<file path="src/hw/srio_req_pkg.sv">
// --------------------------------------------------
// field codes, limits and types for the requester
// one target endpoint, two alternating address slots
// transfer sizes are whole 8-byte beats, 4096 bytes max
// --------------------------------------------------
`default_nettype none

package srio_req_pkg;

	// packet type codes
	localparam logic [3:0] FTYPE_DOORBELL = 4'hA;
	localparam logic [3:0] FTYPE_NWRITE   = 4'h5;
	localparam logic [3:0] TTYPE_NWRITE   = 4'h4;
	localparam logic [1:0] PRIO_REQ       = 2'd1;

	// doorbell info payloads
	localparam logic [15:0] INFO_SELF_CHECK = 16'h0101;
	localparam logic [15:0] INFO_READY      = 16'h0100;
	localparam logic [15:0] INFO_BUSY       = 16'h01FF;
	// slot 0 answers 0x0201, slot 1 answers 0x0200
	localparam logic [15:0] INFO_INTEG_BASE = 16'h0200;

	// target endpoint
	localparam logic [15:0] TARGET_RESP_ID   = 16'h00F0;
	localparam logic [33:0] TARGET_ADDR_STEP = 34'h0_0010_0000;
	localparam int          TIMEOUT_CYCLES   = 1024;
	localparam int          TIMER_W          = $clog2(TIMEOUT_CYCLES);

	// packet geometry
	localparam int BEAT_BYTES    = 8;
	localparam int PKT_MAX_BEATS = 32;
	localparam int PKT_BYTES     = 256;
	localparam int FIFO_DEPTH    = 512;
	localparam int FIFO_AW       = $clog2(FIFO_DEPTH);

	typedef logic [15:0] dev_id_t;
	typedef logic [33:0] addr_t;
	typedef logic [63:0] beat_t;
	// bytes minus one
	typedef logic [11:0] xfer_size_t;

	// beat counter per packet, must hold PKT_MAX_BEATS itself
	localparam int BEAT_CNT_W  = $clog2(PKT_MAX_BEATS) + 1;
	// beat counter per transfer, up to 512 beats
	localparam int XFER_BEAT_W = $bits(xfer_size_t) - $clog2(BEAT_BYTES) + 1;

	typedef enum logic {
		DOORBELL,
		NWRITE
	} frame_kind_e;

	typedef enum logic [1:0] {
		ERR_NONE          = 2'b00,
		ERR_DB_TIMEOUT    = 2'b01,
		ERR_INTEG_TIMEOUT = 2'b10
	} err_type_e;

endpackage

`default_nettype wire

</file>
<file path="src/hw/srio_req_if.sv">
// --------------------------------------------------
// internal links of the requester
// beat stream: transfer on valid and ready, valid
// never waits for ready
// frame command: taken on valid and ready, done pulses
// on the last accepted ireq beat of the command
// --------------------------------------------------
`default_nettype none

interface beat_stream_if
	import srio_req_pkg::*;
();
	logic  valid;
	logic  ready;
	beat_t data;
	// user end-of-transfer flag
	logic  last;

	modport source (output valid, output data, output last, input ready);
	modport sink (input valid, input data, input last, output ready);
endinterface

interface frame_cmd_if
	import srio_req_pkg::*;
();
	logic        valid;
	logic        ready;
	frame_kind_e kind;
	// doorbell payload, unused for nwrite
	logic [15:0] info;
	// nwrite base address of the slot
	addr_t       addr;
	xfer_size_t  size;
	logic        done;

	modport master (
		output valid, output kind, output info, output addr, output size,
		input ready, input done
	);
	modport slave (
		input valid, input kind, input info, input addr, input size,
		output ready, output done
	);
endinterface

`default_nettype wire

</file>
<file path="src/hw/req_framer.sv">
// --------------------------------------------------
// ireq packet builder for doorbell and nwrite commands
// nwrite packets are PKT_MAX_BEATS beats at most
// a user last beat ends the transfer early, the
// header size already sent is not corrected
// --------------------------------------------------
`default_nettype none

module req_framer
	import srio_req_pkg::*;
(
	input  logic        log_clk,
	input  logic        log_rst,
	input  dev_id_t     src_id_i,
	input  dev_id_t     des_id_i,
	input  logic        ireq_tready_i,
	output logic        ireq_tvalid_o,
	output logic        ireq_tlast_o,
	output beat_t       ireq_tdata_o,
	output logic [7:0]  ireq_tkeep_o,
	output logic [31:0] ireq_tuser_o,
	frame_cmd_if.slave  cmd,
	beat_stream_if.sink data
);
	typedef enum logic [1:0] {
		F_IDLE,
		F_DB,
		F_DATA
	} frame_state_e;

	frame_state_e           state_q;
	logic [BEAT_CNT_W-1:0]  pkt_beats_q;
	logic [BEAT_CNT_W-1:0]  fetch_cnt_q;
	// beats left after the current packet
	logic [XFER_BEAT_W-1:0] rem_beats_q;
	addr_t                  addr_q;
	logic [7:0]             tid_q;
	logic [XFER_BEAT_W-1:0] cmd_beats;
	logic [BEAT_CNT_W-1:0]  cmd_pkt;
	logic [BEAT_CNT_W-1:0]  next_pkt;
	addr_t                  next_addr;
	logic [7:0]             cmd_tid;
	logic                   out_free;
	logic                   pkt_fetched;
	logic                   pkt_end;

	function automatic logic [BEAT_CNT_W-1:0] pkt_len(input logic [XFER_BEAT_W-1:0] beats);
		if (beats > XFER_BEAT_W'(PKT_MAX_BEATS))
			return BEAT_CNT_W'(PKT_MAX_BEATS);
		return BEAT_CNT_W'(beats);
	endfunction

	function automatic beat_t nwr_header(input logic [7:0] tid,
		input logic [BEAT_CNT_W-1:0] beats, input addr_t addr);
		logic [7:0] size;
		size = 8'(beats * BEAT_BYTES - 1);
		return {tid, FTYPE_NWRITE, TTYPE_NWRITE, 1'b0, PRIO_REQ, 1'b0, size, 2'b00, addr};
	endfunction

	// info rides in address bits 31:16
	function automatic beat_t db_header(input logic [15:0] info);
		return {8'h00, FTYPE_DOORBELL, 4'h0, 1'b0, PRIO_REQ, 1'b0, 8'h00, 4'h0, info, 16'h0000};
	endfunction

	assign cmd_beats = XFER_BEAT_W'(cmd.size >> $clog2(BEAT_BYTES)) + XFER_BEAT_W'(1);
	assign cmd_pkt   = pkt_len(cmd_beats);
	// transaction id is the slot, recovered from the base
	assign cmd_tid   = 8'(cmd.addr / TARGET_ADDR_STEP);
	assign next_pkt  = pkt_len(rem_beats_q);
	assign next_addr = addr_q + addr_t'(PKT_BYTES);

	// output register may load this cycle
	assign out_free    = !ireq_tvalid_o || ireq_tready_i;
	assign pkt_fetched = (fetch_cnt_q == pkt_beats_q);
	assign pkt_end     = (BEAT_CNT_W'(fetch_cnt_q + 1'b1) == pkt_beats_q) || data.last;

	assign cmd.ready  = (state_q == F_IDLE);
	assign cmd.done   = ireq_tvalid_o && ireq_tready_i && ireq_tlast_o &&
		((state_q == F_DB) || (rem_beats_q == '0));
	assign data.ready = (state_q == F_DATA) && out_free && !pkt_fetched;

	assign ireq_tkeep_o = 8'hFF;
	assign ireq_tuser_o = {src_id_i, des_id_i};

	always_ff @(posedge log_clk or posedge log_rst) begin
		if (log_rst) begin
			state_q       <= F_IDLE;
			ireq_tvalid_o <= 1'b0;
			ireq_tlast_o  <= 1'b0;
			pkt_beats_q   <= '0;
			fetch_cnt_q   <= '0;
			rem_beats_q   <= '0;
		end else begin
			case (state_q)
				F_IDLE: begin
					if (cmd.valid) begin
						ireq_tvalid_o <= 1'b1;
						if (cmd.kind == DOORBELL) begin
							ireq_tlast_o <= 1'b1;
							state_q      <= F_DB;
						end else begin
							ireq_tlast_o <= 1'b0;
							pkt_beats_q  <= cmd_pkt;
							fetch_cnt_q  <= '0;
							rem_beats_q  <= cmd_beats - XFER_BEAT_W'(cmd_pkt);
							state_q      <= F_DATA;
						end
					end
				end
				F_DB: begin
					if (ireq_tready_i) begin
						ireq_tvalid_o <= 1'b0;
						ireq_tlast_o  <= 1'b0;
						state_q       <= F_IDLE;
					end
				end
				F_DATA: begin
					if (out_free && !pkt_fetched) begin
						// pull the next data beat, bubble if the FIFO ran dry
						ireq_tvalid_o <= data.valid;
						if (data.valid) begin
							fetch_cnt_q  <= fetch_cnt_q + 1'b1;
							ireq_tlast_o <= pkt_end;
							if (data.last) begin
								pkt_beats_q <= fetch_cnt_q + 1'b1;
								rem_beats_q <= '0;
							end
						end
					end else if (out_free && rem_beats_q != '0) begin
						// next packet header
						ireq_tvalid_o <= 1'b1;
						ireq_tlast_o  <= 1'b0;
						pkt_beats_q   <= next_pkt;
						fetch_cnt_q   <= '0;
						rem_beats_q   <= rem_beats_q - XFER_BEAT_W'(next_pkt);
					end else if (out_free) begin
						ireq_tvalid_o <= 1'b0;
						ireq_tlast_o  <= 1'b0;
						state_q       <= F_IDLE;
					end
				end
				default: state_q <= F_IDLE;
			endcase
		end
	end

	// beat payload and packet address
	always_ff @(posedge log_clk) begin
		if (state_q == F_IDLE && cmd.valid) begin
			if (cmd.kind == DOORBELL) begin
				ireq_tdata_o <= db_header(cmd.info);
			end else begin
				ireq_tdata_o <= nwr_header(cmd_tid, cmd_pkt, cmd.addr);
				addr_q       <= cmd.addr;
				tid_q        <= cmd_tid;
			end
		end else if (state_q == F_DATA && out_free) begin
			if (!pkt_fetched && data.valid) begin
				ireq_tdata_o <= data.data;
			end else if (pkt_fetched && rem_beats_q != '0) begin
				ireq_tdata_o <= nwr_header(tid_q, next_pkt, next_addr);
				addr_q       <= next_addr;
			end
		end
	end

endmodule

`default_nettype wire

</file>
<file path="src/flat_wrapper.sv">
// flat-port wrapper written by rule: the top's interface ports become plain ports
module req_framer_flat import srio_req_pkg::*;
  (log_clk, log_rst, src_id_i, des_id_i, ireq_tready_i, ireq_tvalid_o, ireq_tlast_o, ireq_tdata_o, ireq_tkeep_o, ireq_tuser_o, cmd_valid, cmd_kind, cmd_info, cmd_addr, cmd_size, cmd_ready, cmd_done, data_valid, data_data, data_last, data_ready);
  frame_cmd_if cmd_i ();
  beat_stream_if data_i ();
  input  logic log_clk;
  input  logic log_rst;
  input  dev_id_t src_id_i;
  input  dev_id_t des_id_i;
  input  logic ireq_tready_i;
  output logic ireq_tvalid_o;
  output logic ireq_tlast_o;
  output beat_t ireq_tdata_o;
  output logic [7:0] ireq_tkeep_o;
  output logic [31:0] ireq_tuser_o;
  input wire logic [$bits(cmd_i.valid)-1:0] cmd_valid;
  input wire logic [$bits(cmd_i.kind)-1:0] cmd_kind;
  input wire logic [$bits(cmd_i.info)-1:0] cmd_info;
  input wire logic [$bits(cmd_i.addr)-1:0] cmd_addr;
  input wire logic [$bits(cmd_i.size)-1:0] cmd_size;
  output wire logic [$bits(cmd_i.ready)-1:0] cmd_ready;
  output wire logic [$bits(cmd_i.done)-1:0] cmd_done;
  input wire logic [$bits(data_i.valid)-1:0] data_valid;
  input wire logic [$bits(data_i.data)-1:0] data_data;
  input wire logic [$bits(data_i.last)-1:0] data_last;
  output wire logic [$bits(data_i.ready)-1:0] data_ready;
  assign cmd_i.valid = cmd_valid;
  assign cmd_i.kind = cmd_kind;
  assign cmd_i.info = cmd_info;
  assign cmd_i.addr = cmd_addr;
  assign cmd_i.size = cmd_size;
  assign cmd_ready = cmd_i.ready;
  assign cmd_done = cmd_i.done;
  assign data_i.valid = data_valid;
  assign data_i.data = data_data;
  assign data_i.last = data_last;
  assign data_ready = data_i.ready;
  req_framer u_core (.log_clk(log_clk), .log_rst(log_rst), .src_id_i(src_id_i), .des_id_i(des_id_i), .ireq_tready_i(ireq_tready_i), .ireq_tvalid_o(ireq_tvalid_o), .ireq_tlast_o(ireq_tlast_o), .ireq_tdata_o(ireq_tdata_o), .ireq_tkeep_o(ireq_tkeep_o), .ireq_tuser_o(ireq_tuser_o), .cmd(cmd_i), .data(data_i));
endmodule
</file>
<file path="config.mk">
export PLATFORM = sky130hd
export DESIGN_NAME = req_framer_flat
export DESIGN_NICKNAME = d
export VERILOG_FILES = /design/src/hw/srio_req_pkg.sv /design/src/hw/srio_req_if.sv /design/src/hw/req_framer.sv /design/src/flat_wrapper.sv
export SDC_FILE = /design/constraint.sdc
export NUM_CORES = 1
export LEC_CHECK = 0
export BUFFER_PORTS_ARGS = -buffer_cell sky130_fd_sc_hd__buf_2
export CORE_MARGIN = 4
export CORE_UTILIZATION = 46
export CTS_CLUSTER_SIZE = 24
export DETAILED_ROUTE_END_ITERATION = 12
export PLACE_DENSITY_LB_ADDON = 0.12
export SLEW_MARGIN = 20
export SYNTH_ARGS = -nofsm -noshare
export SYNTH_HDL_FRONTEND = slang
export SYNTH_SLANG_ARGS = --single-unit
</file>
<file path="constraint.sdc">
create_clock -name log_clk -period 6.1 [get_ports log_clk]
set_clock_uncertainty 0.15 [all_clocks]
set_input_delay 0.61 -clock log_clk [delete_from_list [all_inputs] [get_ports log_clk]]
set_output_delay 0.61 -clock log_clk [all_outputs]
set_load 0.02 [all_outputs]
</file>
==> results.md, run 1 <==
Drt:
- The first detailed-routing pass took 7 iterations.
- For this block, the via count after detailed routing is 6731.
- The post-detailed-route count of antenna-violating nets is 0.
- The remaining routing DRC violations is 0.
- The per-cell via count in the routed design is 5.49.
- The final wirelength is 21800 um.
- The routed length per placed instance is 17.7 um.
- In this run, the number of DRC markers left after iteration 0 of detailed routing was 454.

Synthesis:
- Counting flops and latches in the post-synthesis netlist gives 132.
- The post-synthesis cell count is 851.
- Of the total synthesized cell area, the portion taken by AND, OR, NAND and NOR gates is 0.172.
- The adder-cell share of the synthesized area is 0.0187.
- Yosys printed 0 warnings.
- The post-synthesis instance area is 8030 um2.
- Of the total synthesized cell area, the portion taken by XOR and XNOR cells is 0.0578.
- The mean area per synthesized cell is 9.44 um2.
- The dominant combinational cell family by area after synthesis is compound AO/OA/AOI/OAI gates.
- The fraction of synthesized area in multiplexers is 0.0240.
- Yosys mapped a number of flops with a built-in enable equal to 106.
- The complex-gate fraction of the synthesized area was 0.177.
- The most used flip-flop cell after synthesis is sky130_fd_sc_hd__edfxtp_1.
- The share of flip-flops with an asynchronous set or reset after synthesis is 0.197.
- In this run, distinct cell masters in the synthesized netlist total 68.
- Of the synthesized area, sequential elements account for 0.477.

Floorplan:
- The floorplan step defined a die boundary enclosing 19600 um2.
- The total number of placement rows is 48.
- The area of the placeable core is 17200 um2.
- The vertical extent of the die is 140 um.
- 274 I/O pins were placed.
- The floorplan step set the die width to 140 um.
- The starting density of the core is 0.468.

Clock network:
- In this run, post-CTS hold repair placed 0 buffers.
- The number of gates given a new drive strength after cts is 0.
- Clock tree synthesis found a total of 132 sinks.
- The clock transition at the register clock pins on the worst setup and hold paths after CTS is 0.06 ns.
- Once the clock tree was built, the setup fixing pass inserted 0 buffers.
- The clock passes through at most 2 buffers.
- The number of CTS-inserted buffers is 17.
- At the later pin of the worst-skew pair, clock insertion delay measures 0.42 ns.
- TritonCTS built the clock tree.
- The cell sitting at the root of the clock tree is a sky130_fd_sc_hd__clkbuf_16.
- CTS built an H-tree with a depth of 4.

Critical path:
- The number of buffers and inverters on the critical path is 2.
- Walking the worst path, the cells encountered are inv_1 -> ha_1 -> nand3_1 -> inv_1 -> nand2_1 -> o31ai_2 -> o21ai_2 -> a311o_1 -> o22a_1.
- The required time of the critical path is 6.27 ns.
- The startpoint of the worst-slack reg-to-reg timing path is u_core.state_q[0].
- The critical path arrival is 4.08 ns.
- Among cell families on the critical path, the largest total delay comes from compound AO/OA/AOI/OAI gates.
- The critical-path cell with the highest stage delay is sky130_fd_sc_hd__inv_1.
- The critical path's largest stage delay is 0.76 ns.
- The cell with the most instances on the worst path is sky130_fd_sc_hd__inv_1.
- The critical path starts at u_core.state_q[0].
- The sort of element at the start of the critical path is a flip-flop.
- The critical path in this run is classified as flip-flop to flip-flop.
- In this run the worst path has a maximum fanout of 20.
- The worst setup path is captured at a flip-flop.

Pwr:
- The worst-case IR drop observed on VDD is 245 uV.
- Summed over all cells, the static leakage comes to 0.00391 uW.
- In this run the power density over the cells is 427 nW/um2.

Run status:
- The flow ran to the end, and the final reports show no timing, DRC or antenna violations.

STA:
- Of the available clock period, the critical path in the final layout requires 0.641.
- The worst slew slack as a fraction of its limit is 0.312.
- Setup repair after global routing left no endpoint under its margin.
- Counting I/O delays and the setup requirement, the final critical path takes 3.91 ns.
- The setup TNS after final layout is 0 ns.
- Setup violations remaining at the end of the flow were counted as 0.
- The hold violation total from the final report is 0.
- Static timing analysis puts the maximum clock frequency at 0.256 GHz.
- The transition at the pin with the smallest max-transition slack is 1.03 ns.
- The final number of max-transition violations is 0.

GRT:
- The initial antenna violation count was 0.
- The first-pass GRT wire length is 34400 um.
- Entering global routing, the biggest net connects 65 pins.
- Summed over all layers, the global routing overflow is 0.
- Across every metal layer, demand over resource in global routing totals 0.218.
- The number of global-route vias before repair came to 6454.

Placement:
- The placed cell area is 8870 um2.
- The port buffer count is 198.
- The placed wire-length estimate is 15400 um.
- The last weighted congestion value of the routability-driven placer is 0.878.

Finish:
- The final cell area excluding filler cells is 9450 um2.
- The library cells used most frequently in the layout, excluding fill and tap cells, are 198 x sky130_fd_sc_hd__buf_2, 106 x sky130_fd_sc_hd__edfxtp_1, 96 x sky130_fd_sc_hd__nor2_1.
- The commonest non-fill, non-tap cell in the layout is sky130_fd_sc_hd__buf_2.
- The number of fill cells in the layout is 1588.
- The area added between synthesis and finish is 17.6%.
- The number of antenna diodes in the final layout is 0.
- In the final layout, flip-flops and latches occupy 3830 um2.
- In the final layout, the share of cells above drive strength 1 is 0.252.
- In the final design database the tool counted 1166 nets.
- The footprint of the multi-input gates is 3680 um2.

Flow run:
- The tool flagged a number of max-cap violations equal to 0.

Min path:
- The class of the most critical hold timing path is input pin to asynchronous set/reset pin.
layout make-up:
cell class | instances | share of cell area
Clock inverter | 14 | 0.0151
Multi-Input combinational cell | 621 | 0.389
Inverter | 14 | 0.00556
Tap cell | 225 | 0.0298
Clock buffer | 18 | 0.0454
Timing Repair Buffer | 203 | 0.109
Sequential cell | 132 | 0.406
worst register-to-register path, stage by stage (launching register included):
cell	delay (ns)
sky130_fd_sc_hd__dfrtp_1	0.42
sky130_fd_sc_hd__inv_1	0.11
sky130_fd_sc_hd__ha_1	0.56
sky130_fd_sc_hd__nand3_1	0.38
sky130_fd_sc_hd__inv_1	0.76
sky130_fd_sc_hd__nand2_1	0.37
sky130_fd_sc_hd__o31ai_2	0.20
sky130_fd_sc_hd__o21ai_2	0.30
sky130_fd_sc_hd__a311o_1	0.40
sky130_fd_sc_hd__o22a_1	0.15
path summary, 6_finish.rpt:
check / cells past startpoint / slack [ns] / endpoint
hold reg to reg: 2 / 0.37 / u_core.ireq_tlast_o
hold / removal: 2 / 0.11 / u_core.fetch_cnt_q[0]
max in group asynchronous: 2 / 5.29 / u_core.rem_beats_q[2]
setup reg to reg: 9 / 2.19 / u_core.rem_beats_q[8]
setup / recovery: 9 / 2.19 / u_core.rem_beats_q[8]
min in group log_clk: 1 / 0.27 / u_core.tid_q[7]
kinds of logic after synthesis:
kind of cell    after synthesis
buf+inv                     106
simple gates                298
other cells                   2
flops                       132
fa+ha+maj                    12
compound gates              229
xor+xnor                     53
mux                          19
flip-flops by register name (all words and copies together) (netlist names):
name and flops:
u_core.rem_beats_q 10, u_core.addr_q 34, u_core.fetch_cnt_q 6, u_core.ireq_tdata_o 64, u_core.ireq_tlast_o 1, u_core.pkt_beats_q 6, u_core.state_q 2, u_core.ireq_tvalid_o 1
u_core.tid_q 8
where the power goes:
group | internal (uW) | switching, uW | leakage, uW
clock | 572 | 426 | 0.000271
combinational | 521 | 1020 | 0.00231
sequential | 1350 | 147 | 0.00133
cells in the mapped netlist (3+ instances only):
| library cell | number | area share |
|---|---|---|
| sky130_fd_sc_hd__nand3_1 | 29 | 0.018 |
| sky130_fd_sc_hd__o32a_1 | 3 | 0.0037 |
| sky130_fd_sc_hd__buf_2 | 9 | 0.0056 |
| sky130_fd_sc_hd__a211o_1 | 5 | 0.0055 |
| sky130_fd_sc_hd__dfrtp_1 | 26 | 0.081 |
| sky130_fd_sc_hd__and2_1 | 7 | 0.0055 |
| sky130_fd_sc_hd__a31oi_1 | 21 | 0.016 |
| sky130_fd_sc_hd__nand2b_1 | 4 | 0.0031 |
| sky130_fd_sc_hd__inv_1 | 13 | 0.0061 |
| sky130_fd_sc_hd__xor2_1 | 23 | 0.025 |
| sky130_fd_sc_hd__a22o_1 | 4 | 0.0044 |
| sky130_fd_sc_hd__nand2_1 | 92 | 0.043 |
| sky130_fd_sc_hd__or2_1 | 3 | 0.0023 |
| sky130_fd_sc_hd__a2bb2oi_1 | 3 | 0.0033 |
| sky130_fd_sc_hd__buf_4 | 41 | 0.038 |
| sky130_fd_sc_hd__xnor2_1 | 30 | 0.033 |
| sky130_fd_sc_hd__mux2i_1 | 17 | 0.021 |
| sky130_fd_sc_hd__nor3_1 | 10 | 0.0062 |
| sky130_fd_sc_hd__o211ai_1 | 15 | 0.014 |
| sky130_fd_sc_hd__a21o_1 | 10 | 0.0093 |
| sky130_fd_sc_hd__and3_1 | 25 | 0.019 |
| sky130_fd_sc_hd__ha_1 | 12 | 0.019 |
| sky130_fd_sc_hd__a21boi_0 | 3 | 0.0028 |
| sky130_fd_sc_hd__o31ai_1 | 7 | 0.0065 |
| sky130_fd_sc_hd__o21ai_0 | 52 | 0.032 |
| sky130_fd_sc_hd__edfxtp_1 | 106 | 0.40 |
| sky130_fd_sc_hd__a21oi_1 | 74 | 0.046 |
| sky130_fd_sc_hd__or3_1 | 5 | 0.0039 |
| sky130_fd_sc_hd__nor2_1 | 96 | 0.045 |
| sky130_fd_sc_hd__nand4_1 | 9 | 0.0070 |
| sky130_fd_sc_hd__clkbuf_1 | 40 | 0.019 |
| sky130_fd_sc_hd__o22ai_1 | 9 | 0.0070 |
through the flow:
step	cells	power [uW]	setup WS, ns	hold slack, ns	utilization
after floorplan	859	2650	1.32	0.320	-
after global placement	1195	3040	2.14	0.341	0.517
after detailed placement	1195	3060	2.14	0.355	0.517
after CTS	1227	4060	2.12	0.264	0.550
after global routing	1227	4290	1.84	0.147	0.550
final	1227	4030	2.19	0.107	0.550
layer usage:
metal	GRT usage	share of wire	vias up
met1	0.274	0.41	3176
li1	-	-	3315
met5	0	0	-
met2	0.382	0.51	212
met3	0.0471	0.060	28
met4	0.0607	0.013	0
Power figures use the tool's default switching activity.
==> run 2, diff against run 1 <==
==> constraint.sdc (replaced) <==
create_clock -name log_clk -period 3.2 [get_ports log_clk]
set_clock_uncertainty 0.15 [all_clocks]
set_input_delay 0.32 -clock log_clk [delete_from_list [all_inputs] [get_ports log_clk]]
set_output_delay 0.32 -clock log_clk [all_outputs]
set_load 0.02 [all_outputs]
==> results.md, run 2 (synthesized netlist as in run 1, its figures left out) <==
STA:
- The fmax is 0.366 GHz.
- Setup repair after global routing left no endpoint under its margin.
- The final number of max-transition violations was 0.
- The worst hold margin is 0.0147 ns.
- The worst path needs 2.73 ns of the cycle, external delays included.
- At the pin with the least slew margin, the transition time is 0.636 ns.
- The worst slew slack as a fraction of its limit is 0.576.
- The hold violation total from the final report is 0.
- Setup violations remaining at the end of the flow were counted as 0.
- The setup TNS after final layout is 0 ns.
- Dividing the final minimum period by the clock period gives 0.854.

Finish:
- The number of fill cells in the layout is 1592.
- In the final design database the tool counted 1196 nets.
- The final non-filler cell total is 1257.
- Leaving out fill and tap cells, the most frequent cells in the layout are 198 x sky130_fd_sc_hd__buf_2, 106 x sky130_fd_sc_hd__edfxtp_1, 96 x sky130_fd_sc_hd__nor2_1.
- Leaving out fill and tap cells, the most frequent cell in the layout is sky130_fd_sc_hd__buf_2.
- In the final layout, the multi-input gates occupy 3690 um2.
- Of the cells placed in the final design, the portion with a size suffix greater than 1 is 0.267.
- The largest register by flop count is u_core.ireq_tdata_o.
- In the final layout, flip-flops and latches occupy 3830 um2.
- Relative to the synthesized area, the layout overhead comes to 21.3%.
- The largest registers in the layout are u_core.ireq_tdata_o x64, u_core.addr_q x34, u_core.rem_beats_q x10.
- The register with the most flip-flops in the layout has 64 of them.
- The antenna diode instance count is 0.

Floorplan:
- The floorplan step set the die width to 140 um.
- The floorplan has 48 rows.
- The starting density of the core is 0.468.
- In this run the standard cell core region covers 17200 um2.
- The die covers 19600 um2.
- In this run the count of I/O pins placed on the die edge is 274.
- The vertical extent of the die is 140 um.

Drt:
- The total number of vias is 6916.
- The routed length per placed instance is 17.7 um.
- The count of nets left with antenna violations once routing finished came out at 0.
- The first detailed-routing pass ran for 5 iterations.
- In the routed layout, each cell is associated on average with a via count of 5.50.
- The first-iteration detailed-routing DRC count is 379.
- The final wirelength is 22200 um.
- In the routed design, unresolved DRC markers number 0.

Pwr:
- The final total power is 7850 uW.
- For this design the static power due to leakage is 0.00407 uW.
- Of the total power, the clock network draws 0.242.
- The worst-case vdd ir drop is 436 uV.
- The power density over cell area is 806 nW/um2.
- The sequential cell fraction of total power is 0.364.
- The switching part of the total power is 0.390.
- Internal power comes to 4790 uW.
- The share of total power dissipated in combinational logic is 0.394.
- The switching component of the power is 3060 uW.

GRT:
- The largest net degree at the start of global routing is 52.
- The initial antenna violation count is 0.
- The first-pass GRT wire length is 35200 um.
- The remaining global-route overflow is 0.
- The number of global-route vias before repair is 6813.
- The combined global-route utilization of all metal layers is 0.222.

Placement:
- The port buffer count is 198.
- The count of placed standard cells including taps is 1218.
- Once detailed placement completed, the half-perimeter wirelength came to 16200 um.
- The congestion estimate from routability-driven global placement came to 0.868.

Clock network:
- Hold repair after CTS inserted 6 buffers.
- The number of gates given a new drive strength after cts is 0.
- The CTS tree is yes.
- Clock tree synthesis inserted a total of 17 buffers.
- CTS placed an instance of sky130_fd_sc_hd__clkbuf_16 at the clock tree root.
- The longest clock path from root to sink contains 2 buffers.
- After clock tree synthesis, the clock-pin slew on the worst setup and hold paths is 0.06 ns.
- The clock insertion delay at the later pin of the skew report is 0.42 ns.
- CTS built an H-tree with a depth of 4.
- The number of buffers inserted to repair setup after CTS is 0.
- The clock net sink count is 132.

Critical path:
- The required time of the critical path is 3.40 ns.
- The critical path is of the input pin to flip-flop type.
- The type of destination of the critical path is a flip-flop.
- The worst setup path is launched from an input pin.
- The critical path arrival is 2.94 ns.
- The largest fanout on the critical path is 10.

Run status:
- The run finished with clean final reports.

Flow run:
- The number of maximum-capacitance violations is 0.

Min path:
- The path class of the tightest hold or removal check is input pin to flip-flop.
run 2: cell count changes in the layout (fill, tap and decap cells not counted), sizes merged:
cell / change
buf: +23
dlygate4sd3: +7
run 2: cell type report:
class	count	share of cell area
Clock buffer	18	0.0441
Clock inverter	14	0.0146
Inverter	14	0.00540
Multi-Input combinational cell	621	0.379
Sequential cell	132	0.394
Tap cell	225	0.0289
Timing Repair Buffer	233	0.134
run 2: final timing paths:
kind / startpoint / slack (ns) / cells past startpoint / end
max: cmd_size[4] / 0.47 / 14 / u_core.rem_beats_q[4]
min: data_data[45] / 0.01 / 2 / u_core.ireq_tdata_o[45]
max reg2reg: u_core.rem_beats_q[4] / 0.54 / 9 / u_core.ireq_tdata_o[43]
min reg2reg: u_core.pkt_beats_q[0] / 0.36 / 2 / u_core.pkt_beats_q[0]
max in group asynchronous: log_rst / 2.15 / 3 / u_core.rem_beats_q[3]
min in group asynchronous: log_rst / 0.36 / 3 / u_core.fetch_cnt_q[1]
run 2: worst max-delay path, stage by stage:
cell                        delay (ns)
sky130_fd_sc_hd__buf_2            0.15
sky130_fd_sc_hd__ha_1             0.31
sky130_fd_sc_hd__nor4_1           0.44
sky130_fd_sc_hd__o21ai_0          0.17
sky130_fd_sc_hd__a21o_1           0.26
sky130_fd_sc_hd__nand2_1          0.09
sky130_fd_sc_hd__ha_1             0.26
sky130_fd_sc_hd__nor2_1           0.14
sky130_fd_sc_hd__a21oi_1          0.16
sky130_fd_sc_hd__nor2_1           0.05
sky130_fd_sc_hd__a31oi_1          0.14
sky130_fd_sc_hd__o211ai_1         0.10
sky130_fd_sc_hd__a31o_1           0.21
sky130_fd_sc_hd__a2bb2oi_1        0.14
run 2: metrics by stage:
step | cell area (um2) | util | setup slack (ns)
6_report | 9740 | 0.567 | 0.466
5_1_grt | 9740 | 0.567 | 0.171
4_1_cts | 9730 | 0.566 | 0.457
3_5_place_dp | 9100 | 0.530 | 0.0543
3_3_place_gp | 9100 | 0.530 | 0.139
2_1_floorplan | 8090 | - | 0.248
run 2: power by group through the flow:
stage | registers, uW | clock network (uW) | logic (uW)
finish | 2850 | 1900 | 3100
global route | 2910 | 2020 | 3410
CTS | 2850 | 1930 | 3120
detailed placement | 2880 | 0 | 3100
global placement | 2880 | 0 | 3070
floorplan | 3210 | 0 | 1830
run 2: metal layers:
| layer | GRT usage | share of wire | up-vias |
|---|---|---|---|
| met2 | 0.390 | 0.51 | 231 |
| met1 | 0.269 | 0.41 | 3257 |
| met3 | 0.0478 | 0.059 | 49 |
| met5 | 0 | 0 | - |
| met4 | 0.0831 | 0.027 | 0 |
| li1 | - | - | 3379 |
