--- src/hw/srio_req_pkg.sv ---
// --------------------------------------------------
// field codes, limits and types for the requester
// one target endpoint, two alternating address slots
// transfer sizes are whole 8-byte beats, 4096 bytes max
// --------------------------------------------------
`default_nettype none

package srio_req_pkg;

	// packet type codes
	localparam logic [3:0] FTYPE_DOORBELL = 4'hA;
	localparam logic [3:0] FTYPE_NWRITE   = 4'h5;
	localparam logic [3:0] TTYPE_NWRITE   = 4'h4;
	localparam logic [1:0] PRIO_REQ       = 2'd1;

	// doorbell info payloads
	localparam logic [15:0] INFO_SELF_CHECK = 16'h0101;
	localparam logic [15:0] INFO_READY      = 16'h0100;
	localparam logic [15:0] INFO_BUSY       = 16'h01FF;
	// slot 0 answers 0x0201, slot 1 answers 0x0200
	localparam logic [15:0] INFO_INTEG_BASE = 16'h0200;

	// target endpoint
	localparam logic [15:0] TARGET_RESP_ID   = 16'h00F0;
	localparam logic [33:0] TARGET_ADDR_STEP = 34'h0_0010_0000;
	localparam int          TIMEOUT_CYCLES   = 1024;
	localparam int          TIMER_W          = $clog2(TIMEOUT_CYCLES);

	// packet geometry
	localparam int BEAT_BYTES    = 8;
	localparam int PKT_MAX_BEATS = 32;
	localparam int PKT_BYTES     = 256;
	localparam int FIFO_DEPTH    = 512;
	localparam int FIFO_AW       = $clog2(FIFO_DEPTH);

	typedef logic [15:0] dev_id_t;
	typedef logic [33:0] addr_t;
	typedef logic [63:0] beat_t;
	// bytes minus one
	typedef logic [11:0] xfer_size_t;

	// beat counter per packet, must hold PKT_MAX_BEATS itself
	localparam int BEAT_CNT_W  = $clog2(PKT_MAX_BEATS) + 1;
	// beat counter per transfer, up to 512 beats
	localparam int XFER_BEAT_W = $bits(xfer_size_t) - $clog2(BEAT_BYTES) + 1;

	typedef enum logic {
		DOORBELL,
		NWRITE
	} frame_kind_e;

	typedef enum logic [1:0] {
		ERR_NONE          = 2'b00,
		ERR_DB_TIMEOUT    = 2'b01,
		ERR_INTEG_TIMEOUT = 2'b10
	} err_type_e;

endpackage

`default_nettype wire

--- src/hw/srio_req_if.sv ---
// --------------------------------------------------
// internal links of the requester
// beat stream: transfer on valid and ready, valid
// never waits for ready
// frame command: taken on valid and ready, done pulses
// on the last accepted ireq beat of the command
// --------------------------------------------------
`default_nettype none


interface frame_cmd_if
	import srio_req_pkg::*;
();
	logic        valid;
	logic        ready;
	frame_kind_e kind;
	// doorbell payload, unused for nwrite
	logic [15:0] info;
	// nwrite base address of the slot
	addr_t       addr;
	xfer_size_t  size;
	logic        done;

	modport master (
		output valid, output kind, output info, output addr, output size,
		input ready, input done
	);
	modport slave (
		input valid, input kind, input info, input addr, input size,
		output ready, output done
	);
endinterface

`default_nettype wire

--- src/hw/req_sequencer.sv ---
// --------------------------------------------------
// requester control: self-check, nwrite, integrity
// doorbell and the response waits
// self-check wins over nwrite when both are requested
// status flags keep their value until the next check
// --------------------------------------------------
`default_nettype none

module req_sequencer
	import srio_req_pkg::*;
(
	input  logic        log_clk,
	input  logic        log_rst,
	input  logic        self_check_i,
	input  logic        nwr_req_i,
	input  xfer_size_t  nwr_size_i,
	input  logic        link_initialized_i,
	input  logic        iresp_tvalid_i,
	input  beat_t       iresp_tdata_i,
	input  logic [31:0] iresp_tuser_i,
	input  dev_id_t     des_id_i,
	output logic        rapidio_ready_o,
	output logic        nwr_ready_o,
	output logic        nwr_busy_o,
	output logic        nwr_ack_done_o,
	output logic        error_o,
	output err_type_e   error_type_o,
	output dev_id_t     error_target_id_o,
	frame_cmd_if.master cmd
);
	typedef enum logic [2:0] {
		ST_IDLE,
		ST_SELF_CHECK,
		ST_WAIT_CHECK_RESP,
		ST_NWRITE,
		ST_INTEG_DB,
		ST_WAIT_INTEG_ACK
	} seq_state_e;

	seq_state_e         state_q;
	logic               slot_q;
	logic [TIMER_W-1:0] timer_q;
	logic               waiting;
	logic               timeout;
	logic               resp_hit;
	logic [15:0]        resp_info;
	logic [15:0]        integ_code;

	// doorbell from the target endpoint
	assign resp_hit = iresp_tvalid_i &&
		(iresp_tdata_i[55:52] == FTYPE_DOORBELL) &&
		(iresp_tuser_i[31:16] == TARGET_RESP_ID);
	assign resp_info = iresp_tdata_i[31:16];

	// 0x0201 in slot 0, 0x0200 in slot 1
	assign integ_code = INFO_INTEG_BASE | {15'd0, ~slot_q};

	assign rapidio_ready_o = (state_q == ST_IDLE);

	// timer starts from zero on the first wait cycle
	assign waiting = (state_q == ST_WAIT_CHECK_RESP) || (state_q == ST_WAIT_INTEG_ACK);
	assign timeout = waiting && (timer_q == TIMER_W'(TIMEOUT_CYCLES - 1));

	always_ff @(posedge log_clk or posedge log_rst) begin
		if (log_rst)
			timer_q <= '0;
		else if (waiting)
			timer_q <= timer_q + 1'b1;
		else
			timer_q <= '0;
	end

	always_ff @(posedge log_clk or posedge log_rst) begin
		if (log_rst) begin
			state_q           <= ST_IDLE;
			slot_q            <= 1'b0;
			nwr_ready_o       <= 1'b0;
			nwr_busy_o        <= 1'b0;
			nwr_ack_done_o    <= 1'b0;
			error_o           <= 1'b0;
			error_type_o      <= ERR_NONE;
			error_target_id_o <= '0;
			cmd.valid         <= 1'b0;
			cmd.kind          <= DOORBELL;
			cmd.info          <= '0;
			cmd.addr          <= '0;
			cmd.size          <= '0;
		end else begin
			nwr_ack_done_o <= 1'b0;
			error_o        <= 1'b0;
			if (cmd.valid && cmd.ready)
				cmd.valid <= 1'b0;
			case (state_q)
				ST_IDLE: begin
					if (link_initialized_i && self_check_i) begin
						nwr_ready_o <= 1'b0;
						nwr_busy_o  <= 1'b0;
						cmd.valid   <= 1'b1;
						cmd.kind    <= DOORBELL;
						cmd.info    <= INFO_SELF_CHECK;
						state_q     <= ST_SELF_CHECK;
					end else if (link_initialized_i && nwr_req_i) begin
						cmd.valid <= 1'b1;
						cmd.kind  <= NWRITE;
						cmd.info  <= '0;
						cmd.addr  <= slot_q ? TARGET_ADDR_STEP : '0;
						cmd.size  <= nwr_size_i;
						state_q   <= ST_NWRITE;
					end
				end
				ST_SELF_CHECK: begin
					if (cmd.done)
						state_q <= ST_WAIT_CHECK_RESP;
				end
				ST_WAIT_CHECK_RESP: begin
					// other infos from the target are ignored here
					if (resp_hit && resp_info == INFO_READY) begin
						nwr_ready_o <= 1'b1;
						nwr_busy_o  <= 1'b0;
						state_q     <= ST_IDLE;
					end else if (resp_hit && resp_info == INFO_BUSY) begin
						nwr_ready_o <= 1'b0;
						nwr_busy_o  <= 1'b1;
						state_q     <= ST_IDLE;
					end else if (timeout) begin
						error_o           <= 1'b1;
						error_type_o      <= ERR_DB_TIMEOUT;
						error_target_id_o <= des_id_i;
						state_q           <= ST_IDLE;
					end
				end
				ST_NWRITE: begin
					// data is out, ask the target to confirm it
					if (cmd.done) begin
						cmd.valid <= 1'b1;
						cmd.kind  <= DOORBELL;
						cmd.info  <= integ_code;
						state_q   <= ST_INTEG_DB;
					end
				end
				ST_INTEG_DB: begin
					if (cmd.done)
						state_q <= ST_WAIT_INTEG_ACK;
				end
				ST_WAIT_INTEG_ACK: begin
					if (resp_hit && resp_info == integ_code) begin
						nwr_ack_done_o <= 1'b1;
						// next transfer goes to the other slot
						slot_q         <= ~slot_q;
						state_q        <= ST_IDLE;
					end else if (timeout) begin
						error_o           <= 1'b1;
						error_type_o      <= ERR_INTEG_TIMEOUT;
						error_target_id_o <= des_id_i;
						state_q           <= ST_IDLE;
					end
				end
				default: state_q <= ST_IDLE;
			endcase
		end
	end

endmodule

`default_nettype wire

--- src/flat_wrapper.sv ---
// flat-port wrapper written by rule: the top's interface ports become plain ports
module req_sequencer_flat import srio_req_pkg::*;
  (log_clk, log_rst, self_check_i, nwr_req_i, nwr_size_i, link_initialized_i, iresp_tvalid_i, iresp_tdata_i, iresp_tuser_i, des_id_i, rapidio_ready_o, nwr_ready_o, nwr_busy_o, nwr_ack_done_o, error_o, error_type_o, error_target_id_o, cmd_valid, cmd_kind, cmd_info, cmd_addr, cmd_size, cmd_ready, cmd_done);
  frame_cmd_if cmd_i ();
  input  logic log_clk;
  input  logic log_rst;
  input  logic self_check_i;
  input  logic nwr_req_i;
  input  xfer_size_t nwr_size_i;
  input  logic link_initialized_i;
  input  logic iresp_tvalid_i;
  input  beat_t iresp_tdata_i;
  input  logic [31:0] iresp_tuser_i;
  input  dev_id_t des_id_i;
  output logic rapidio_ready_o;
  output logic nwr_ready_o;
  output logic nwr_busy_o;
  output logic nwr_ack_done_o;
  output logic error_o;
  output err_type_e error_type_o;
  output dev_id_t error_target_id_o;
  output wire logic [$bits(cmd_i.valid)-1:0] cmd_valid;
  output wire logic [$bits(cmd_i.kind)-1:0] cmd_kind;
  output wire logic [$bits(cmd_i.info)-1:0] cmd_info;
  output wire logic [$bits(cmd_i.addr)-1:0] cmd_addr;
  output wire logic [$bits(cmd_i.size)-1:0] cmd_size;
  input wire logic [$bits(cmd_i.ready)-1:0] cmd_ready;
  input wire logic [$bits(cmd_i.done)-1:0] cmd_done;
  assign cmd_valid = cmd_i.valid;
  assign cmd_kind = cmd_i.kind;
  assign cmd_info = cmd_i.info;
  assign cmd_addr = cmd_i.addr;
  assign cmd_size = cmd_i.size;
  assign cmd_i.ready = cmd_ready;
  assign cmd_i.done = cmd_done;
  req_sequencer u_core (.log_clk(log_clk), .log_rst(log_rst), .self_check_i(self_check_i), .nwr_req_i(nwr_req_i), .nwr_size_i(nwr_size_i), .link_initialized_i(link_initialized_i), .iresp_tvalid_i(iresp_tvalid_i), .iresp_tdata_i(iresp_tdata_i), .iresp_tuser_i(iresp_tuser_i), .des_id_i(des_id_i), .rapidio_ready_o(rapidio_ready_o), .nwr_ready_o(nwr_ready_o), .nwr_busy_o(nwr_busy_o), .nwr_ack_done_o(nwr_ack_done_o), .error_o(error_o), .error_type_o(error_type_o), .error_target_id_o(error_target_id_o), .cmd(cmd_i));
endmodule
--- config.mk ---
export PLATFORM = sky130hd
export DESIGN_NAME = req_sequencer_flat
export DESIGN_NICKNAME = d
export VERILOG_FILES = /design/src/hw/srio_req_pkg.sv /design/src/hw/srio_req_if.sv /design/src/hw/req_sequencer.sv /design/src/flat_wrapper.sv
export SDC_FILE = /design/constraint.sdc
export NUM_CORES = 1
export LEC_CHECK = 0
export BUFFER_PORTS_ARGS = -buffer_cell sky130_fd_sc_hd__buf_2
export CAP_MARGIN = 10
export CORE_MARGIN = 2
export CORE_UTILIZATION = 29
export DETAILED_ROUTE_END_ITERATION = 8
export PLACE_DENSITY = 0.59
export RECOVER_POWER = 25
export SLEW_MARGIN = 20
export SYNTH_ARGS = -nofsm -noshare
export SYNTH_HDL_FRONTEND = slang
export SYNTH_SLANG_ARGS = --single-unit
--- constraint.sdc ---
create_clock -name log_clk -period 2.4 [get_ports log_clk]
set_input_delay 0.48 -clock log_clk [delete_from_list [all_inputs] [get_ports log_clk]]
set_output_delay 0.48 -clock log_clk [all_outputs]
set_load 0.1 [all_outputs]
==> results by group, run 1 <==
Layout
  – Nets@finish: 504
  – Ant. Diodes: 0
  – Syn-to-layout area delta: 22.4%
  – Fin cells: just over 500
  – Commonest non-fill, non-tap cells in the layout: buf_2 (112), dfrtp_1 (54), conb_1 (46)
  – Most common cell after layout, fill and taps aside: buf_2
  – Final core utilization: 36.4%
  – Share of layout cells above drive strength 1: 44.4%

Clock tree
  – Worst-Skew Late Latency: 0.30 ns
  – H-Tree Depth: 2
  – CTS buffer count: 5
  – Clock buffer depth: 2
  – Hold-fix buffers at CTS: 0
  – CTS tree: built
  – Clock transition at path regs: 0.10 ns
  – Post-CTS sizing: 0
  – Number of post-CTS setup repair buffers: 0
  – # clock sinks: 54
  – Clock root buffer: clkbuf_8

Setup path
  – Slowest CP cell: or4b_4
  – CP top delay family: simple AND/OR/NAND/NOR gates
  – Critical path fanouts, max: 16
  – WP buf/inv: 1
  – CP Class: in -> reg
  – Crit path capture type: register
  – Crit path cell chain: buf_2 -> or4b_4 -> nor4_4 -> nand3_1 -> o211ai_2 -> nand2_4 -> mux2_4
  – CP max stage delay: 0.55 ns
  – CP Launch Type: input port
  – CP arrival: 2.40 ns
  – CP required: 2.59 ns

Yosys
  – Register area share after synthesis: 46.4%
  – Number of synthesized flops with an enable pin: 0
  – Mean Syn Cell Area: 11.4 µm²
  – Area leader, netlist: dfrtp_1
  – Post-synthesis cell area: 0.00291 mm²
  – Yosys reg bits: 54
  – Async set or reset register ratio after synthesis: 100%
  – Number of library cell types mapped by synthesis: 47
  – Yosys warns: 0
  – Synth Flop Type: dfrtp_1
  – Synth top area share: 46.4%
  – Post-Synthesis Cells: 255
  – Area contributors post-synth: dfrtp_1 (46%), buf_4 (12%), mux2_2 (7.4%)

Floorplanning
  – Die width: 104 µm
  – Initial Utilization: 29.8%
  – I/O Pins: 219
  – CORE AREA: 0.00977 mm²
  – DIE AREA: 0.0109 mm²
  – Rows: 36
  – Die Y: around 100 µm

Global route
  – Gr ovfl total: 0
  – Initial antenna violation count: 0
  – GRT Overall Usage: 10.4%
  – Grt peak-use layer: met2
  – Met3 GRT Util: 2.82%
  – M1 GR Usage: around 13%
  – First-pass GRT wire length: 9.45 mm
  – Largest net degree at the start of global routing: 55
  – Met2 Usage GRT: 18.4%
  – Vias in the first global route: between 2k and 2.5k

Timing
  – Setup Skew: 0.00993 ns
  – Fin crit period: 2.22 ns
  – Final hold vios: 0
  – Max transition margin: 12.3%
  – RSZ-0062 raised after global routing: no
  – Max frequency: around 450 MHz
  – Final slew viol count: 0
  – Hold Worst Slack: 0.404 ns
  – Final setup TNS: 0 ns
  – Least-Margin Pin Slew: approximately 1.3 ns
  – Final setup vio count: 0
  – Tcrit/Tclk final: approximately 92%

Routing
  – # DRC: 0
  – Vias: 2119
  – Total Wirelength: ~5.7 mm
  – Via/cell ratio: 4.20
  – DR iter-0 viols: 59
  – Pre-Repair DR Iteration Count: 4
  – Post-DR wirelength/cell: 11.3 µm
  – Final antenna-violating net count: 0

Power and ir drop
  – Clk network pwr share: 26.6%
  – Internal power: 1.28 mW
  – Switching pwr: between 0.7 and 0.8 mW
  – Static leakage: between 1.5 and 2 nW
  – Final Total Pwr: 2.02 mW
  – Reg power frac: 48.6%
  – Logic gate share of total power: roughly 25%
  – Peak supply drop: about 0.25 mV
  – PwrDens: 567 mW/mm²
  – Switching share of power: 36.4%

Place
  – DPL Wire Length: 4.39 mm
  – GPL Wtd Cong: roughly 0.75
  – Cell count after placement: roughly 500
  – # port buffers: 112

Run
  – Max_cap viols: 0

Status
  – Status: finished clean

Min path
  – HP Class: in -> reg
flip-flops by register name, summed over array words and instances (netlist names):
| signal | count |
|---|---|
| u_core.cmd.size | 12 |
| u_core.nwr_ack_done_o | 1 |
| u_core.timer_q | 10 |
| u_core.slot_q | 1 |
| u_core.error_type_o | 2 |
| u_core.error_o | 1 |
| u_core.cmd.valid | 1 |
| u_core.nwr_busy_o | 1 |
| u_core.cmd.kind | 1 |
| u_core.error_target_id_o | 16 |
| u_core.cmd.info | 3 |
| u_core.cmd.addr | 1 |
| u_core.state_q | 3 |
| u_core.nwr_ready_o | 1 |
stage by stage:
| step | setup slack, ns | instance area [µm²] |
|---|---|---|
| 2_1_floorplan | 0.00803 | 3100 |
| 3_5_place_dp | -0.126 | 3480 |
| 6_report | 0.182 | 3560 |
| 5_1_grt | 0.135 | 3560 |
| 3_3_place_gp | -0.108 | 3480 |
| 4_1_cts | 0.195 | 3580 |
synth_stat cells (2+ instances only):
cell and n:
clkbuf_1 4, buf_2 2, xor2_1 6, nor2_1 16, a21oi_1 3, and3_1 4, nand4_1 3, and4b_1 2
nor3b_1 3, o211ai_1 3, dfrtp_1 54, nor2b_1 2, or4_1 4, and4_1 3, and2_1 2, nand3_1 9
nand2_1 12, a21boi_0 3, buf_4 46, mux2_4 10, o21ai_0 4, nor3_1 3, mux2_2 19, xnor2_1 5
nor4_1 2, nor4_4 3, nand2b_1 4, inv_1 5
per-layer routing:
metal / part of all wire [%] / up-vias
li1: - / 1030
met1: 42 / 1006
met2: 51 / 81
met3: 6.7 / 2
met4: 0.25 / 0
met5: 0 / -
worst paths after layout:
path,startpoint,to,slack (ns),cells past startpoint
max,iresp_tuser_i[25],u_core.error_target_id_o[4],0.18,7
min,nwr_size_i[9],u_core.cmd.size[9],0.40,2
min in group asynchronous,log_rst,u_core.cmd.size[9],0.61,3
max in group asynchronous,log_rst,u_core.error_target_id_o[0],1.00,3
min reg2reg,u_core.timer_q[0],u_core.timer_q[0],0.47,1
max reg2reg,u_core.timer_q[0],u_core.error_target_id_o[14],0.33,6
cells by family after synthesis:
| kind of cell | after synthesis | synth area share (%) |
|---|---|---|
| other | 1 | 0.129 |
| xor gates and xnor gates | 11 | 3.31 |
| muxes | 29 | 12.5 |
| DFF | 54 | 46.4 |
| adders and majority gates | 1 | 0.430 |
| and+or+nand+nor | 81 | 18.3 |
| AOI/OAI and AO/OA | 20 | 4.82 |
| buffers and inverters | 58 | 14.1 |
worst register-to-register path, stage by stage, from the launching register on:
cell     delay (ns)
dfrtp_1        0.38
ha_1           0.19
and3_1         0.28
and3_1         0.28
nand3_1        0.16
nand2_4        0.30
mux2_2         0.38
power by group through the flow:
stage	Combinational [mW]	Clock, mW	Sequential, mW
after floorplan	0.482	0	0.989
after CTS	0.506	0.571	0.981
final	0.499	0.538	0.981
after global routing	0.532	0.608	0.990
after global placement	0.500	0	0.997
after detailed placement	0.504	0	0.998
layout make-up:
class | instances | area [µm²]
Fill cell | 996 | 6210
Inverter | 5 | 18.8
Multi-Input combinational cell | 188 | 1330
Timing Repair Buffer | 117 | 596
Sequential cell | 54 | 1350
Tap cell | 133 | 166
Clock inverter | 2 | 17.5
Clock buffer | 6 | 82.6
(Power assumes the default switching activity.)
==> run 2: changes to the inputs <==
--- a/config.mk
+++ b/config.mk
@@ -11,7 +11,7 @@
 export CORE_UTILIZATION = 29
 export DETAILED_ROUTE_END_ITERATION = 8
 export PLACE_DENSITY = 0.59
-export RECOVER_POWER = 25
+export RECOVER_POWER = 100
 export SLEW_MARGIN = 20
 export SYNTH_ARGS = -nofsm -noshare
 export SYNTH_HDL_FRONTEND = slang
==> run 2 against run 1 <==
Sequential power barely moved. Total power is essentially flat. Die area did not move. Setup slack better by 0.028 ns. Clock-buffer cell count is the same. Core utilization shrank 1.0 points. Clock power hardly changed. Global-route usage stayed put. Flip-flop and latch count unchanged. Fmax grew 1.3%. Critical path type unchanged. Largest cell class unchanged. Highest routed layer unchanged.
==> results by group, run 2 (synthesis results as in run 1) <==
Status
  – Status: finished clean

Layout
  – Largest register FFs: 16 (unchanged)
  – Share of layout cells above drive strength 1: 30.4% (-14 points)
  – Final instance area: 0.00346 mm² (-2.9%)
  – Storage element area: 0.00135 mm² (unchanged)
  – Top Registers: u_core.error_target_id_o: 16 flops, u_core.cmd.size: 12 flops, u_core.timer_q: 10 flops
  – Most common cell after layout, fill and taps aside: buf_2
  – Ant. Diodes: 0 (unchanged)
  – Syn-to-layout area delta: 18.9%
  – Nets@finish: 504 (unchanged)
  – Fin cells: 505 (unchanged)
  – Final core utilization: 35.4% (-1.0 points)
  – Commonest non-fill, non-tap cells in the layout: buf_2 (71), dfrtp_1 (54), conb_1 (46)
  – Fillcell total: 1036 (+4.0%)
  – Largest register by flop count: u_core.error_target_id_o
  – Multi-input logic area: 0.00128 mm² (-3.7%)

Place
  – GPL Wtd Cong: 0.753 (unchanged)
  – DPL Wire Length: 4.39 mm (unchanged)
  – # port buffers: 112 (unchanged)
  – Cell count after placement: 497 (unchanged)
  – Placed Area: 0.00348 mm² (unchanged)

Routing
  – Routed wl met3: 402 µm (+5.5%)
  – Highest Signal Layer: met4
  – Met2 WL: 2.92 mm (+0.48%)
  – Total Wirelength: 5.67 mm (-0.49%)
  – Pre-Repair DR Iteration Count: 6 (+2)
  – # DRC: 0 (unchanged)
  – Vias: 2104 (-0.71%)
  – Final antenna-violating net count: 0 (unchanged)
  – Post-DR wirelength/cell: 11.2 µm (-0.49%)
  – Met1 Routed Length: 2.33 mm (-2.6%)
  – Via/cell ratio: 4.17 (-0.71%)
  – DR iter-0 viols: 62 (+5.1%)

Floorplanning
  – Rows: 36 (unchanged)
  – Die Y: 104 µm (unchanged)
  – Die width: 104 µm (unchanged)
  – Initial Utilization: 29.8% (unchanged)
  – I/O Pins: 219 (unchanged)
  – DIE AREA: 0.0109 mm² (unchanged)
  – CORE AREA: 0.00977 mm² (unchanged)

Timing
  – Least-Margin Pin Slew: 1.32 ns (+0.00425 ns)
  – Final setup TNS: 0 ns (unchanged)
  – Setup Skew: 0.00978 ns (-0.000151 ns)
  – Hold Worst Slack: 0.388 ns (-0.0154 ns)
  – Final hold vios: 0 (unchanged)
  – Max transition margin: 12.1% (-0.28 points)
  – Max frequency: 457 MHz (+1.3%)
  – RSZ-0062 raised after global routing: no
  – Final setup vio count: 0 (unchanged)
  – Tcrit/Tclk final: 91.2% (-1.2 points)
  – Fin crit period: 2.19 ns (-0.0284 ns)
  – Final slew viol count: 0 (unchanged)

Clock tree
  – Worst-Skew Late Latency: 0.30 ns (about the same)
  – CTS buffer count: 5 (unchanged)
  – Clock root buffer: clkbuf_8
  – Clock buffer depth: 2 (unchanged)
  – Clock transition at path regs: 0.10 ns (about the same)
  – Post-CTS sizing: 0 (unchanged)
  – # clock sinks: 54 (unchanged)
  – Number of post-CTS setup repair buffers: 0 (unchanged)
  – H-Tree Depth: 2 (unchanged)
  – Hold-fix buffers at CTS: 0 (unchanged)
  – CTS tree: built

Setup path
  – Slowest CP cell: or4b_4
  – Reg-to-Reg Start: u_core.state_q[2]
  – CP max stage delay: 0.56 ns (about the same)
  – CP required: 2.58 ns (about the same)
  – Setup crit start: iresp_tuser_i[25]
  – WP buf/inv: 1 (unchanged)
  – Crit path cell chain: buf_2 -> or4b_4 -> nor4_4 -> nand3_1 -> o211ai_2 -> nand2_4 -> mux2_1
  – Critical path fanouts, max: 16 (unchanged)
  – CP Class: in -> reg
  – Crit path capture type: register
  – Flop2flop setup slack: 0.38 ns (+0.05 ns)
  – CP top delay family: simple AND/OR/NAND/NOR gates
  – CP Launch Type: input port
  – CP arrival: 2.37 ns (-0.03 ns)

Power and ir drop
  – Peak supply drop: 0.246 mV (about the same)
  – Static leakage: 1.79 nW (-8.6%)
  – Reg power frac: 48.6% (about the same)
  – Clk network pwr share: 26.7% (about the same)
  – Switching share of power: 36.4% (about the same)
  – Internal power: 1.28 mW (about the same)
  – Switching pwr: 0.734 mW (about the same)
  – PwrDens: 583 mW/mm² (+2.9%)
  – Logic gate share of total power: 24.7% (about the same)

Global route
  – GRT Overall Usage: 10.4% (unchanged)
  – Vias in the first global route: 2035 (unchanged)
  – First-pass GRT wire length: 9.45 mm (unchanged)
  – Gr ovfl total: 0 (unchanged)
  – Largest net degree at the start of global routing: 55 (unchanged)
  – Initial antenna violation count: 0 (unchanged)

Min path
  – HP Class: in -> reg
  – Worst hold start: des_id_i[7]

Run
  – Max_cap viols: 0 (unchanged)
==> run 2: cell types whose count changed in the layout (fill, tap and decap cells not counted) <==
| cell | delta |
|---|---|
| and2_1 | -1 |
| or2_1 | -1 |
| nor3_1 | +1 |
| clkbuf_4 | +1 |
| buf_4 | -2 |
| or2_0 | +1 |
| mux2_1 | +10 |
| and2_0 | +1 |
| buf_2 | -41 |
| mux2_4 | -10 |
| nor3_4 | -1 |
| clkbuf_1 | +41 |
| clkbuf_2 | +1 |
==> run 2: final cells by class <==
cell class	instances	share of cell area, %
tap	133	4.81
multi-input combinational	188	37.0
inverter	5	0.542
timing repair buffer	117	15.7
clock inverter	2	0.506
sequential	54	39.1
clock buffer	6	2.39
==> run 2: worst reg2reg max path, stage by stage, from the launching register on <==
cell and delay [ns]:
dfrtp_1 0.47, nor3_1 0.38, and4b_1 0.65, mux2_2 0.41
==> run 2: path summary, 6_finish.rpt <==
check | endpoint | cells after the start
max | u_core.error_target_id_o[4] | 7
min | u_core.error_target_id_o[7] | 2
max reg2reg | u_core.cmd.size[7] | 3
min reg2reg | u_core.timer_q[0] | 1
max in group asynchronous | u_core.error_target_id_o[0] | 3
min in group asynchronous | u_core.cmd.size[9] | 3
==> run 2: layer usage <==
metal / vias to the layer above / global-route usage [%]
met4: 0 / 1.74
met3: 2 / 2.82
met5: - / 0
li1: 1024 / -
met1: 998 / 12.8
met2: 80 / 18.4
==> run 2: power by group through the flow <==
stage / logic, mW / clock network (mW) / registers (mW)
final: 0.499 / 0.539 / 0.981
after global routing: 0.531 / 0.608 / 0.990
after CTS: 0.506 / 0.571 / 0.981
after detailed placement: 0.504 / 0 / 0.998
after global placement: 0.500 / 0 / 0.997
after floorplan: 0.482 / 0 / 0.989
==> run 2: stage by stage <==
stage	worst slack (ns)	power, mW
6_report	0.211	2.02
3_5_place_dp	-0.126	1.50
2_1_floorplan	0.00803	1.47
3_3_place_gp	-0.108	1.50
4_1_cts	0.195	2.06
5_1_grt	0.0954	2.13
==> run 3: changes to the inputs <==
==> constraint.sdc (replaced) <==
create_clock -name log_clk -period 2.4 [get_ports log_clk]
set_input_delay 0.12 -clock log_clk [delete_from_list [all_inputs] [get_ports log_clk]]
set_output_delay 0.12 -clock log_clk [all_outputs]
set_load 0.02 [all_outputs]
==> run 3 against run 2 <==
Cell count fell by 0.40%. Clock power rose by 17%. Fmax rose by 8.6%. Clock skew rose by 0.0066 ns. Setup slack improved by 0.17 ns. Final area barely moved. Clock-buffer cell count fell by 1. Total power fell by 7.9%. Largest cell class unchanged. Largest power group unchanged.
==> results by group, run 3 (synthesis results as in run 1) <==
Status
  – Status: finished clean

Timing
  – Setup Skew: 0.0164 ns (+0.00660 ns)
  – Final setup vio count: 0 (unchanged)
  – Least-Margin Pin Slew: 1.33 ns (+0.0159 ns)
  – RSZ-0062 raised after global routing: no
  – Hold Worst Slack: 0.0196 ns (-0.369 ns)
  – Max frequency: 496 MHz (+8.6%)
  – Final setup TNS: 0 ns (unchanged)
  – Tcrit/Tclk final: 84.0% (-7.3 points)
  – Fin crit period: 2.02 ns (-0.174 ns)
  – Final slew viol count: 0 (unchanged)
  – Final hold vios: 0 (unchanged)
  – Max transition margin: 11.0% (-1.1 points)

Global route
  – Gr ovfl total: 0 (unchanged)
  – Largest net degree at the start of global routing: 55 (unchanged)
  – GRT Overall Usage: 11.1% (+0.71 points)
  – Vias in the first global route: 2135 (+4.9%)
  – Initial antenna violation count: 0 (unchanged)
  – First-pass GRT wire length: 9.98 mm (+5.6%)

Clock tree
  – Hold-fix buffers at CTS: 0 (unchanged)
  – Clock root buffer: clkbuf_8
  – CTS tree: built
  – # clock sinks: 54 (unchanged)
  – Number of post-CTS setup repair buffers: 0 (unchanged)
  – H-Tree Depth: 2 (unchanged)
  – CTS buffer count: 5 (unchanged)
  – Post-CTS sizing: 0 (unchanged)
  – Clock transition at path regs: 0.11 ns (about the same)
  – Clock buffer depth: 2 (unchanged)
  – Worst-Skew Late Latency: 0.31 ns (about the same)

Setup path
  – CP arrival: 2.20 ns (-0.17 ns)
  – Crit path capture type: register
  – CP required: 2.59 ns (about the same)
  – Critical path fanouts, max: 16 (unchanged)
  – Path depth of the worst reg2reg path: 6 (+3)
  – CP Class: reg -> reg
  – CP Launch Type: register

Routing
  – Pre-Repair DR Iteration Count: 4 (-2)
  – DR iter-0 viols: 83 (+34%)
  – Vias: 2103 (-0.048%)
  – Total Wirelength: 5.87 mm (+3.5%)
  – Post-DR wirelength/cell: 11.7 µm (+3.9%)
  – Via/cell ratio: 4.18 (+0.35%)
  – Final antenna-violating net count: 0 (unchanged)
  – # DRC: 0 (unchanged)

Floorplanning
  – CORE AREA: 0.00977 mm² (unchanged)
  – Die Y: 104 µm (unchanged)
  – I/O Pins: 219 (unchanged)
  – Die width: 104 µm (unchanged)
  – Rows: 36 (unchanged)
  – Initial Utilization: 29.8% (unchanged)
  – DIE AREA: 0.0109 mm² (unchanged)

Layout
  – Largest register by flop count: u_core.error_target_id_o
  – Multi-input logic area: 0.00128 mm² (+0.29%)
  – Fillcell total: 1028 (-0.77%)
  – Most common cell after layout, fill and taps aside: buf_2
  – Largest register FFs: 16 (unchanged)
  – Storage element area: 0.00135 mm² (unchanged)
  – Final instance area: 0.00346 mm² (about the same)
  – Ant. Diodes: 0 (unchanged)
  – Commonest non-fill, non-tap cells in the layout: buf_2 (71), dfrtp_1 (54), conb_1 (46)
  – Nets@finish: 502 (-0.40%)
  – Top Registers: u_core.error_target_id_o: 16 flops, u_core.cmd.size: 12 flops, u_core.timer_q: 10 flops
  – Share of layout cells above drive strength 1: 30.0% (-0.38 points)
  – Syn-to-layout area delta: 18.9% (about the same)
  – Final core utilization: 35.4% (about the same)

Place
  – DPL Wire Length: 4.56 mm (+3.9%)
  – # port buffers: 112 (unchanged)
  – GPL Wtd Cong: 0.729 (-3.1%)
  – Placed Area: 0.00344 mm² (-1.1%)

Min path
  – HP Class: in -> reg
  – Hold Crit Depth: 2 (unchanged)

Power and ir drop
  – Static leakage: 1.78 nW (-0.32%)
  – Peak supply drop: 0.288 mV (+17%)
  – Final Total Pwr: 1.86 mW (-7.9%)
  – PwrDens: 537 mW/mm² (-7.9%)

Run
  – Max_cap viols: 0 (unchanged)
==> run 3: final timing paths <==
path / end / startpoint / slack [ns]
hold / removal: u_core.error_target_id_o[2] / des_id_i[2] / 0.02
setup reg to reg: u_core.error_target_id_o[13] / u_core.timer_q[0] / 0.38
setup / recovery: u_core.error_target_id_o[13] / u_core.timer_q[0] / 0.38
min in group asynchronous: u_core.cmd.size[7] / log_rst / 0.25
hold reg to reg: u_core.timer_q[0] / u_core.timer_q[0] / 0.47
max in group asynchronous: u_core.timer_q[2] / log_rst / 1.35
==> run 3: stage by stage <==
stage / worst slack (ns) / std cells
finish: 0.385 / 503
global route: 0.217 / 503
CTS: 0.296 / 503
detailed placement: 0.193 / 495
global placement: 0.224 / 495
floorplan: 0.144 / 300
==> run 3: worst max-delay path: stages, from the launching register on <==
cell	delay (ns)
dfrtp_1	0.38
ha_1	0.18
and3_1	0.28
and3_1	0.27
nand3_1	0.17
nand2_4	0.26
mux2_2	0.36
==> run 3: metal layers <==
metal  track usage [%]  vias to the layer above  part of all wire (%)
met5                 0                        -                     0
met1              14.1                     1018                    44
met3              2.82                        2                   5.1
li1                  -                     1022                     -
met2              19.2                       61                    51
met4              2.03                        0                  0.32
==> run 3: final cells by class <==
cell class | count | share of cell area, %
Tap cell | 133 | 4.81
Clock buffer | 5 | 1.99
Multi-Input combinational cell | 188 | 37.1
Inverter | 5 | 0.542
Sequential cell | 54 | 39.0
Timing Repair Buffer | 115 | 15.1
Clock inverter | 3 | 1.37
==> run 3: power by group <==
group	internal (mW)	switching, mW
registers	0.948	0.0314
logic	0.0976	0.154
clock network	0.317	0.311
total	1.36	0.496
